<file path="config.mk">
export PLATFORM = sky130hd
export DESIGN_NAME = xt_keyboard_io
export DESIGN_NICKNAME = d
export VERILOG_FILES = /design/src/xt_bus_pkg.sv /design/src/ps2_kbd_pkg.sv /design/src/ps2_receiver.sv /design/src/xt_ppi.sv /design/src/xt_io_bus.sv /design/src/xt_keyboard_io.sv
export SDC_FILE = /design/constraint.sdc
export NUM_CORES = 1
export LEC_CHECK = 0
export BUFFER_PORTS_ARGS = -buffer_cell sky130_fd_sc_hd__clkbuf_2
export CAP_MARGIN = 15
export CORE_MARGIN = 3
export CORE_UTILIZATION = 44
export CTS_CLUSTER_DIAMETER = 30
export DETAILED_ROUTE_END_ITERATION = 8
export GPL_TIMING_DRIVEN = 0
export PLACE_DENSITY = 0.74
export SETUP_SLACK_MARGIN = 0.15
export SYNTH_ARGS = -nofsm -noshare
export SYNTH_HDL_FRONTEND = slang
export SYNTH_SLANG_ARGS = --single-unit
</file>
<file path="constraint.sdc">
create_clock -name clock -period 4.5 [get_ports clock]
set_input_delay 0.225 -clock clock [delete_from_list [all_inputs] [get_ports clock]]
set_output_delay 0.225 -clock clock [all_outputs]
set_load 0.01 [all_outputs]
</file>
<file path="src/xt_bus_pkg.sv">
//------------------------------------------------
// XT bus definitions
// CPU bus widths, port groups, PPI register
// offsets and the structs that carry bus traffic
//------------------------------------------------
package xt_bus_pkg;

    localparam int data_width_c     = 8;
    localparam int addr_width_c     = 20;
    localparam int io_group_count_c = 8;

    // Port groups, taken from address bits 7 to 5
    localparam logic [2:0] group_dma_c      = 3'd0;
    localparam logic [2:0] group_pic_c      = 3'd1;
    localparam logic [2:0] group_pit_c      = 3'd2;
    localparam logic [2:0] group_ppi_c      = 3'd3;
    localparam logic [2:0] group_dma_page_c = 3'd4;

    // PPI register offsets, address bits 1 and 0
    localparam logic [1:0] ppi_port_a_c = 2'd0;
    localparam logic [1:0] ppi_port_b_c = 2'd1;
    localparam logic [1:0] ppi_port_c_c = 2'd2;

    // CPU side of one I/O cycle
    typedef struct packed {
        logic [addr_width_c-1:0] address;
        logic [data_width_c-1:0] wdata;
        logic                    io_read_n;
        logic                    io_write_n;
        logic                    aen_n;
    } io_bus_t;

    // Decoded PPI access, strobes active high
    typedef struct packed {
        logic                    rd;
        logic                    wr;
        logic [1:0]              reg_sel;
        logic [data_width_c-1:0] wdata;
    } ppi_access_t;

endpackage

</file>
<file path="src/ps2_kbd_pkg.sv">
//------------------------------------------------
// PS/2 keyboard definitions
// Frame layout, frame timeout, scan code and
// port B bit assignment
//------------------------------------------------
package ps2_kbd_pkg;

    // Start, eight data bits LSB first, parity, stop
    localparam int frame_bits_c = 11;
    localparam int start_bit_c  = 0;
    localparam int data_lsb_c   = 1;
    localparam int data_msb_c   = 8;
    localparam int parity_bit_c = 9;
    localparam int stop_bit_c   = 10;

    // Idle cycles before a partial frame is dropped
    localparam int ps2_timeout_c = 1000;

    typedef logic [$clog2(frame_bits_c)-1:0]    bit_count_t;
    typedef logic [$clog2(ps2_timeout_c+1)-1:0] timeout_t;

    localparam bit_count_t last_bit_c      = bit_count_t'(frame_bits_c - 1);
    localparam timeout_t   timeout_limit_c = timeout_t'(ps2_timeout_c);

    typedef struct packed {
        logic       valid;
        logic [7:0] code;
    } scan_t;

    // Bit 7 clears and holds off the key-code latch
    typedef struct packed {
        logic       kbd_clear;
        logic [6:0] spare;
    } port_b_t;

endpackage

</file>
<file path="src/ps2_receiver.sv">
//------------------------------------------------
// PS/2 receiver
// Synchronizes the PS/2 lines and assembles
// 11-bit frames, passing on checked scan codes
//------------------------------------------------
`timescale 1ns/1ps

module ps2_receiver (
    input  logic               clock,
    input  logic               reset,
    input  logic               ps2_clock_i,
    input  logic               ps2_data_i,
    output ps2_kbd_pkg::scan_t scan_o
);

    logic                                   ps2_clock_meta;
    logic                                   ps2_clock_sync;
    logic                                   ps2_clock_prev;
    logic                                   ps2_data_meta;
    logic                                   ps2_data_sync;
    logic                                   falling_edge;
    ps2_kbd_pkg::bit_count_t                bit_count;
    ps2_kbd_pkg::timeout_t                  idle_count;
    logic [ps2_kbd_pkg::frame_bits_c-2:0]   shift_reg;
    logic [ps2_kbd_pkg::frame_bits_c-1:0]   frame_next;
    logic                                   frame_done;
    logic                                   frame_good;
    logic                                   scan_valid;
    logic [7:0]                             scan_code;

    // Two-flop synchronizers, both lines idle high
    always_ff @(posedge clock) begin
        if (reset) begin
            ps2_clock_meta <= 1'b1;
            ps2_clock_sync <= 1'b1;
            ps2_clock_prev <= 1'b1;
            ps2_data_meta  <= 1'b1;
            ps2_data_sync  <= 1'b1;
        end
        else begin
            ps2_clock_meta <= ps2_clock_i;
            ps2_clock_sync <= ps2_clock_meta;
            ps2_clock_prev <= ps2_clock_sync;
            ps2_data_meta  <= ps2_data_i;
            ps2_data_sync  <= ps2_data_meta;
        end
    end

    assign falling_edge = ps2_clock_prev & ~ps2_clock_sync;

    // Bits arrive LSB first, so new data enters at the top
    assign frame_next = {ps2_data_sync, shift_reg};
    assign frame_done = falling_edge && (bit_count == ps2_kbd_pkg::last_bit_c);

    // Odd parity over data and parity bit
    assign frame_good = ~frame_next[ps2_kbd_pkg::start_bit_c]
                      & frame_next[ps2_kbd_pkg::stop_bit_c]
                      & (^frame_next[ps2_kbd_pkg::parity_bit_c:ps2_kbd_pkg::data_lsb_c]);

    always_ff @(posedge clock) begin
        if (falling_edge) begin
            shift_reg <= frame_next[ps2_kbd_pkg::frame_bits_c-1:1];
        end
    end

    // Bit count and idle timer
    always_ff @(posedge clock) begin
        if (reset) begin
            bit_count  <= '0;
            idle_count <= '0;
        end
        else if (falling_edge) begin
            idle_count <= '0;
            if (frame_done) begin
                bit_count <= '0;
            end
            else begin
                bit_count <= bit_count + 1'b1;
            end
        end
        else if (idle_count == ps2_kbd_pkg::timeout_limit_c) begin
            // Line stalled mid-frame, start over
            bit_count <= '0;
        end
        else begin
            idle_count <= idle_count + 1'b1;
        end
    end

    // One-cycle pulse per accepted frame
    always_ff @(posedge clock) begin
        if (reset) begin
            scan_valid <= 1'b0;
        end
        else begin
            scan_valid <= frame_done & frame_good;
        end
    end

    always_ff @(posedge clock) begin
        if (frame_done) begin
            scan_code <= frame_next[ps2_kbd_pkg::data_msb_c:ps2_kbd_pkg::data_lsb_c];
        end
    end

    assign scan_o.valid = scan_valid;
    assign scan_o.code  = scan_code;

endmodule

</file>
<file path="src/xt_ppi.sv">
//------------------------------------------------
// XT 8255 port model
// Port B output register, key-code latch on
// port A and the keyboard interrupt
//------------------------------------------------
`timescale 1ns/1ps

module xt_ppi (
    input  logic                                clock,
    input  logic                                reset,
    input  ps2_kbd_pkg::scan_t                  scan_i,
    input  xt_bus_pkg::ppi_access_t             access_i,
    input  logic [xt_bus_pkg::data_width_c-1:0] port_c_i,
    output logic [xt_bus_pkg::data_width_c-1:0] rdata_o,
    output ps2_kbd_pkg::port_b_t                port_b_out_o,
    output logic                                keyboard_irq_o
);

    ps2_kbd_pkg::port_b_t                port_b_reg;
    logic [xt_bus_pkg::data_width_c-1:0] key_code;
    logic                                key_irq;
    logic                                port_b_write;
    logic                                key_accept;

    // Ports A and C are inputs on the XT, only B takes writes
    assign port_b_write = access_i.wr && (access_i.reg_sel == xt_bus_pkg::ppi_port_b_c);

    always_ff @(posedge clock) begin
        if (reset) begin
            port_b_reg <= '0;
        end
        else if (port_b_write) begin
            port_b_reg <= ps2_kbd_pkg::port_b_t'(access_i.wdata);
        end
    end

    // New code only when nothing is held and the latch is released
    assign key_accept = scan_i.valid & ~key_irq & ~port_b_reg.kbd_clear;

    always_ff @(posedge clock) begin
        if (reset) begin
            key_code <= '0;
            key_irq  <= 1'b0;
        end
        else if (port_b_reg.kbd_clear) begin
            // Software acknowledge empties the latch
            key_code <= '0;
            key_irq  <= 1'b0;
        end
        else if (key_accept) begin
            key_code <= scan_i.code;
            key_irq  <= 1'b1;
        end
    end

    // Register read mux
    always_comb begin
        rdata_o = '0;
        if (access_i.rd) begin
            case (access_i.reg_sel)
                xt_bus_pkg::ppi_port_a_c: rdata_o = key_code;
                xt_bus_pkg::ppi_port_b_c: rdata_o = port_b_reg;
                xt_bus_pkg::ppi_port_c_c: rdata_o = port_c_i;
                default:                  rdata_o = '0;
            endcase
        end
    end

    assign port_b_out_o   = port_b_reg;
    assign keyboard_irq_o = key_irq;

endmodule

</file>
<file path="src/xt_io_bus.sv">
//------------------------------------------------
// XT I/O bus
// Port-group decode, PPI strobes and the CPU
// read-data drive
//------------------------------------------------
`timescale 1ns/1ps

module xt_io_bus (
    input  xt_bus_pkg::io_bus_t                     io_bus_i,
    input  logic [xt_bus_pkg::data_width_c-1:0]     ppi_rdata_i,
    output logic [xt_bus_pkg::io_group_count_c-1:0] io_select_n_o,
    output xt_bus_pkg::ppi_access_t                 ppi_access_o,
    output logic [xt_bus_pkg::data_width_c-1:0]     data_bus_out_o,
    output logic                                    data_bus_out_from_chipset_o
);

    logic       ppi_select;
    logic       ppi_read;
    logic       ppi_readable;
    logic [1:0] reg_sel;

    // Groups live in 000-0FF, 32 ports each, only with AEN inactive
    always_comb begin
        io_select_n_o = '1;
        if (~io_bus_i.aen_n && (io_bus_i.address[9:8] == 2'b00)) begin
            io_select_n_o[io_bus_i.address[7:5]] = 1'b0;
        end
    end

    assign ppi_select = ~io_select_n_o[xt_bus_pkg::group_ppi_c];
    assign reg_sel    = io_bus_i.address[1:0];
    assign ppi_read   = ppi_select & ~io_bus_i.io_read_n;

    assign ppi_access_o.rd      = ppi_read;
    assign ppi_access_o.wr      = ppi_select & ~io_bus_i.io_write_n;
    assign ppi_access_o.reg_sel = reg_sel;
    assign ppi_access_o.wdata   = io_bus_i.wdata;

    // Offset 3 is the control word, which reads back nothing here
    assign ppi_readable = (reg_sel == xt_bus_pkg::ppi_port_a_c)
                        | (reg_sel == xt_bus_pkg::ppi_port_b_c)
                        | (reg_sel == xt_bus_pkg::ppi_port_c_c);

    always_comb begin
        if (ppi_read && ppi_readable) begin
            data_bus_out_from_chipset_o = 1'b1;
            data_bus_out_o              = ppi_rdata_i;
        end
        else begin
            data_bus_out_from_chipset_o = 1'b0;
            data_bus_out_o              = '0;
        end
    end

endmodule

</file>
<file path="src/xt_keyboard_io.sv">
//------------------------------------------------
// XT keyboard and I/O port block
// PS/2 receiver, PPI and I/O bus decode
//------------------------------------------------
`timescale 1ns/1ps

module xt_keyboard_io (
    input  logic                                    clock,
    input  logic                                    reset,
    input  xt_bus_pkg::io_bus_t                     io_bus_i,
    input  logic                                    ps2_clock_i,
    input  logic                                    ps2_data_i,
    input  logic [xt_bus_pkg::data_width_c-1:0]     port_c_i,
    output logic [xt_bus_pkg::io_group_count_c-1:0] io_select_n_o,
    output logic [xt_bus_pkg::data_width_c-1:0]     data_bus_out_o,
    output logic                                    data_bus_out_from_chipset_o,
    output ps2_kbd_pkg::port_b_t                    port_b_out_o,
    output logic                                    keyboard_irq_o
);

    ps2_kbd_pkg::scan_t                  scan;
    xt_bus_pkg::ppi_access_t             ppi_access;
    logic [xt_bus_pkg::data_width_c-1:0] ppi_rdata;

    ps2_receiver ps2_receiver_inst (
        .clock       (clock),
        .reset       (reset),
        .ps2_clock_i (ps2_clock_i),
        .ps2_data_i  (ps2_data_i),
        .scan_o      (scan)
    );

    xt_ppi xt_ppi_inst (
        .clock          (clock),
        .reset          (reset),
        .scan_i         (scan),
        .access_i       (ppi_access),
        .port_c_i       (port_c_i),
        .rdata_o        (ppi_rdata),
        .port_b_out_o   (port_b_out_o),
        .keyboard_irq_o (keyboard_irq_o)
    );

    // Read data comes back combinationally from the PPI
    xt_io_bus xt_io_bus_inst (
        .io_bus_i                    (io_bus_i),
        .ppi_rdata_i                 (ppi_rdata),
        .io_select_n_o               (io_select_n_o),
        .ppi_access_o                (ppi_access),
        .data_bus_out_o              (data_bus_out_o),
        .data_bus_out_from_chipset_o (data_bus_out_from_chipset_o)
    );

endmodule

</file>
==> results of run 1 <==
-- layout by cell type, fill, tap and decap left out, types with 2 or more instances in the layout --
cell type / instances
o21a_1: 2
buf_1: 3
buf_2: 2
o311ai_1: 2
xnor2_1: 3
nand2_1: 17
clkbuf_8: 5
mux2i_1: 16
nor2b_1: 5
dfxtp_1: 37
nand2b_1: 3
nor2_1: 14
or4_1: 2
and2_1: 2
o21ai_0: 2
a31oi_1: 3
nor3_1: 4
o31ai_1: 12
clkbuf_2: 55
and3_1: 2
nand3b_1: 2
clkinv_2: 2
nand4_1: 9
nand3_1: 10
or2_1: 7
or2_2: 7
ha_1: 4
inv_1: 5
nor4_1: 3
clkbuf_1: 9
a311oi_1: 2
a21oi_1: 24
xor2_1: 3
edfxtp_1: 18
-- cell families (layout without fill, tap and decap cells) --
| group | Yosys count | count (layout) | share of synthesized area |
|---|---|---|---|
| AOI/OAI and AO/OA | 49 | 49 | 0.1202 |
| DFF | 55 | 55 | 0.5044 |
| and+or+nand+nor | 97 | 97 | 0.2187 |
| xor gates and xnor gates | 8 | 8 | 0.03892 |
| buffers and inverters | 20 | 83 | 0.03054 |
| adders and majority gates | 4 | 4 | 0.01971 |
| muxes | 17 | 17 | 0.06749 |
-- worst max-delay path, delay by kind of cell, from the launching register on --
| family | cells | cell delay (ns) |
|---|---|---|
| adders and majority gates | 1 | 0.15 |
| buffers and inverters | 1 | 0.09 |
| DFF | 1 | 0.36 |
| and+or+nand+nor | 2 | 0.77 |
-- worst max path at each step --
stage / from / end / slack, ns / cells after the start
finish: ps2_receiver_inst.bit_count[0]$_SDFFE_PP0P_ / ps2_receiver_inst.scan_code[5]$_DFFE_PP_ / 2.77 / 4
detailed placement: io_bus_i[20] / data_bus_out_o[1] / 2.78 / 5
floorplan: ps2_receiver_inst.bit_count[0]$_SDFFE_PP0P_ / ps2_receiver_inst.scan_code[0]$_DFFE_PP_ / 3.02 / 4
global placement: ps2_receiver_inst.bit_count[1]$_SDFFE_PP0P_ / ps2_receiver_inst.scan_code[7]$_DFFE_PP_ / 2.81 / 3
global route: io_bus_i[20] / data_bus_out_o[7] / 2.56 / 5
CTS: ps2_receiver_inst.bit_count[0]$_SDFFE_PP0P_ / ps2_receiver_inst.scan_code[5]$_DFFE_PP_ / 2.76 / 4
-- final cells by class --
class	count	area [µm²]	share of cell area
clock buffer	5	68.82	0.02299
multi-input combinational	175	1181	0.3946
buffer	14	55.05	0.01839
timing repair buffer	55	275.3	0.09197
tap	72	90.09	0.03010
inverter	6	22.52	0.007525
clock inverter	3	18.77	0.006271
sequential	55	1281	0.4281
-- where the power goes --
| group | switching (mW) | leakage (nW) | internal, mW | total, mW |
|---|---|---|---|---|
| clock network | 0.154 | 0.0483 | 0.110 | 0.264 |
| registers | 0.00624 | 0.463 | 0.518 | 0.524 |
| logic | 0.0326 | 0.583 | 0.0273 | 0.0599 |
| total | 0.193 | 1.09 | 0.655 | 0.848 |
-- metal layers --
layer  vias to the layer above  wire, µm
li1                       1041         -
met1                       902      2259
met2                        76      2351
met3                         9       430
met4                         0        66
met5                         -         0
==> impl_metrics.toml, run 1 <==
[run_status]
outcome = "completed"

[job]
maxCapViolCount = 0

[timing]
tightest_slew_ns = 0.6113
hold_ws_ns = 0.1002
fin_ws_ns = 2.767
skew_ns = 0.006088
fmaxAchievable_ghz = 0.5771
hold_viol_final = 0
slew_headroom = 0.5909
drv_slew = 0
period_minus_slack_ns = 1.733
post-route-period-util = 0.3850
rsz0062_at_grt = "no"
finalSetupTns_ns = 0
setup_viol = 0

[hold_path]
whs_path_depth = 2
whs_endpoint = "ps2_receiver_inst.ps2_data_meta$_SDFF_PP1_"
hold_class = "primary input to flip-flop"
hold_start = "ps2_data_i"

[die]
ios = 69
std_cell_rows = 27
initial_utilization = 0.4584
fp.dieW_um = 81.98
fp.dieH_um = 81.98
coreArea_um2 = 5540
fp.dieArea_um2 = 6720

[yosys]
synth_top_area_cell = "dfxtp_1"
syn_nets = 297
synthDistinctLibCells = 47
synth_top_area_frac = 0.2916
synth_common_cells = "37 x dfxtp_1, 24 x a21oi_1, 18 x edfxtp_1"
synth_warnings = 0
ys_seq_area_frac = 0.5044
synth.avg_cell_area_um2 = 10.16
ys.flop_type = "dfxtp_1"
synthCells = 250
synth_area_leaders = "dfxtp_1 29%, edfxtp_1 21%, mux2i_1 6.3%"
synth-edff-count = 18
ys_ff_latch = 55
syn-cell-area_um2 = 2540
ys_async_sr_fraction = 0
yosysMostFrequentCell = "dfxtp_1"

[worst_setup_path]
r2r-end = "ps2_receiver_inst.scan_code[5]$_DFFE_PP_"
rrSetupSlack_ns = 2.77
cp_slowest_cell = "nor2_1"
reg2reg_depth = 4
cp_cell_sequence = "inv_1, ha_1, nand3b_1, nor2_1"
critical_path_arrival_ns = 1.67
cp_max_fo = 8
max_stage_delay_ns = 0.55
r2r_start = "ps2_receiver_inst.bit_count[0]$_SDFFE_PP0P_"
worstPathRequired_ns = 4.44
startpoint_type = "flip-flop"
crit_type = "flip-flop to flip-flop"
endpoint_kind = "flip-flop"

[detailed_routing]
via_count = 2028
ant_nets = 0
post_drt_wl_per_cell_um = 13.27
routed_via_density = 5.268
drtPass1Iterations = 4
drt_iter0_drc = 61
drt-total-wl_um = 5108
drc = 0

[layout]
nFillCells = 494
final_core_util = 0.5402
final_nets = 359
finalNonFillerCells = 385
fin_area_um2 = 2993
drive_gt1_frac = 0.2460
syn2layout_area_growth_pct = 17.83
diodes = 0

[cts]
htree_levels = 2
clock_latency_ns = 0.30
cts.path.max_buffers = 2
cts_tree = "yes"
cts_sinks = 55
cts-root-buf = "clkbuf_8"
cts.repair.resized = 0
cts_made_buffers = 5
cts.hold.buffers_added = 0
postCtsSetupBuffers = 0
path_clk_slew_ns = 0.09

[global_route]
grt_use_met2 = 0.2803
grt_max_degree = 18
grt_pass1_wl_um = 8217
grt_pass1_vias = 1838
top_usage_layer = "met2"
grt_overflow_total = 0
grt_use_met1 = 0.1890
grtUsageTotal = 0.1562
met3_usage = 0.03070
antenna_found_initial = 0

[pwr]
max-vdd-ir-drop_v = 0.0002179
powerDensity_nw_per_um2 = 283.3
power.total_mw = 0.8479
total_leakage_power_nw = 1.094

[place]
place_area_um2 = 2905
port_buffers = 55
place.gp.congestion = 0.7830
dp_hpwl_um = 3928
dp_slack_ns = 2.784
placed_cells = 377
Note: power is estimated with default switching activity, not from simulation.
==> run 2: changes to the inputs <==
==> constraint.sdc (replaced) <==
create_clock -name clock -period 1.7 [get_ports clock]
set_input_delay 0.085 -clock clock [delete_from_list [all_inputs] [get_ports clock]]
set_output_delay 0.085 -clock clock [all_outputs]
set_load 0.01 [all_outputs]
==> run 2 against run 1 <==
  * Via count increased by 1.4%
  * Sequential share of layout area decreased by 1.1 points
  * Combinational power increased to 2.8 times the previous value
  * Clock power increased to 2.7 times the previous value
  * Critical endpoint is now ps2_receiver_inst.scan_valid$_SDFF_PP0_
==> impl_metrics.toml, run 2 (synthesis gave the netlist of run 1 again) <==
[run_status]
outcome = "completed"

[hold_path]
hold_start = "io_bus_i[7]"
hold_class = "primary input to flip-flop"

[timing]
fin_ws_ns = 0.1990
setup_viol = 0
hold_viol_final = 0
rsz0062_at_grt = "yes"
fmaxAchievable_ghz = 0.6662
drv_slew = 0
slew_headroom = 0.6166
tightest_slew_ns = 0.5699
period_minus_slack_ns = 1.501
skew_ns = 0.007664
post-route-period-util = 0.8829
hold_ws_ns = 0.01906

[place]
place.gp.congestion = 0.7830
place_area_um2 = 2905
port_buffers = 55
dp_hpwl_um = 3928
dp_slack_ns = -0.01427

[layout]
layout_commonest_cell = "clkbuf_2"
syn2layout_area_growth_pct = 20.84
diodes = 0
mostFrequentLayoutCells = "56 x clkbuf_2, 37 x dfxtp_1, 24 x a21oi_1, 18 x edfxtp_1, 17 x nand2_1"
final_core_util = 0.5540
final_nets = 364
drive_gt1_frac = 0.2704
fin_area_um2 = 3069

[global_route]
grt_overflow_total = 0
antenna_found_initial = 0
grt_pass1_vias = 1842
grt_pass1_wl_um = 8266
grtUsageTotal = 0.1571
grt_max_degree = 18

[pwr]
power.internal_mw = 1.738
power_frac_clock = 0.312
p_switching_mw = 0.5190
total_leakage_power_nw = 1.126
powerDensity_nw_per_um2 = 735.4
power.total_mw = 2.257
p_seq_frac = 0.614
max-vdd-ir-drop_v = 0.0005816
power_switching_share = 0.2299
combPwrFrac = 0.074

[worst_setup_path]
crit_type = "flip-flop to flip-flop"
worstPathRequired_ns = 1.89
cp_max_fo = 3
r2r_start = "ps2_receiver_inst.shift_reg[8]$_DFFE_PP_"
critical_path_arrival_ns = 1.69
cp_cell_sequence = "xnor2_2, xnor3_1, mux2_1"
critical_path.startpoint = "ps2_receiver_inst.shift_reg[8]$_DFFE_PP_"
cp.buffers_inverters = 0
startpoint_type = "flip-flop"
path_delay_family = "XOR/XNOR gates"
endpoint_kind = "flip-flop"
max_stage_delay_ns = 0.46
cp_slowest_cell = "edfxtp_1"

[die]
ios = 69
fp.dieW_um = 81.98
fp.dieArea_um2 = 6720
fp.dieH_um = 81.98
coreArea_um2 = 5540
initial_utilization = 0.4584
std_cell_rows = 27

[detailed_routing]
drt_iter0_drc = 69
via_count = 2056
drtPass1Iterations = 4
drc = 0
routed_via_density = 5.272
drt-total-wl_um = 5203
ant_nets = 0
post_drt_wl_per_cell_um = 13.34

[cts]
cts_tree = "yes"
htree_levels = 2
clock_latency_ns = 0.30
cts-root-buf = "clkbuf_8"
cts_made_buffers = 5
cts.path.max_buffers = 2
path_clk_slew_ns = 0.10
cts_sinks = 55

[job]
maxCapViolCount = 0
run 2: path summary, 6_finish.rpt:
kind | endpoint | slack (ns) | depth (start not counted)
min reg2reg | ps2_receiver_inst.ps2_clock_sync$_SDFF_PP1_ | 0.42 | 1
min | xt_ppi_inst.port_b_out_o[4]$_SDFFE_PP0P_ | 0.02 | 3
max | ps2_receiver_inst.scan_valid$_SDFF_PP0_ | 0.20 | 3
max reg2reg | ps2_receiver_inst.scan_valid$_SDFF_PP0_ | 0.20 | 3
run 2: power groups by stage:
stage                     logic [mW]  clock network (mW)  registers, mW
after floorplan               0.0978                   0           1.41
after CTS                      0.165               0.729           1.39
final                          0.167               0.703           1.39
after global routing           0.187               0.781           1.39
after detailed placement       0.159                   0           1.42
after global placement         0.156                   0           1.42
run 2: stage by stage:
stage          std cells  TNS [ns]
3_5_place_dp         377   -0.1125
2_1_floorplan        250         0
4_1_cts              387         0
5_1_grt              390         0
6_report             390         0
3_3_place_gp         377         0
run 2: timing repair:
item | in CTS | in global routing
setup endpoints to repair | 10 | 19
hold buffers | 2 | 0
setup buffers | 0 | 3
pin swaps | 0 | 3
gates resized for setup | 4 | 4
cloned | 0 | 0
endpoints found under the hold margin | 2 | 0
run 2: cell type report:
class | count | area, µm²
buffer | 14 | 56.30
clock buffer | 5 | 68.82
clock inverter | 3 | 18.77
fill | 494 | 2471
inverter | 6 | 23.77
multi-input combinational | 175 | 1212
sequential | 55 | 1281
tap | 72 | 90.09
timing repair buffer | 60 | 317.8
run 2: layer usage:
layer | vias up | global-route usage | share of wire
li1 | 1055 | - | -
met1 | 929 | 0.1903 | 0.44
met2 | 65 | 0.2819 | 0.47
met3 | 7 | 0.03070 | 0.075
met4 | 0 | 0.04319 | 0.012
met5 | - | 0 | 0
run 2: worst min-delay path, stage by stage:
cell	delay [ns]
clkbuf_2	0.08
nand4_1	0.06
a21oi_1	0.06
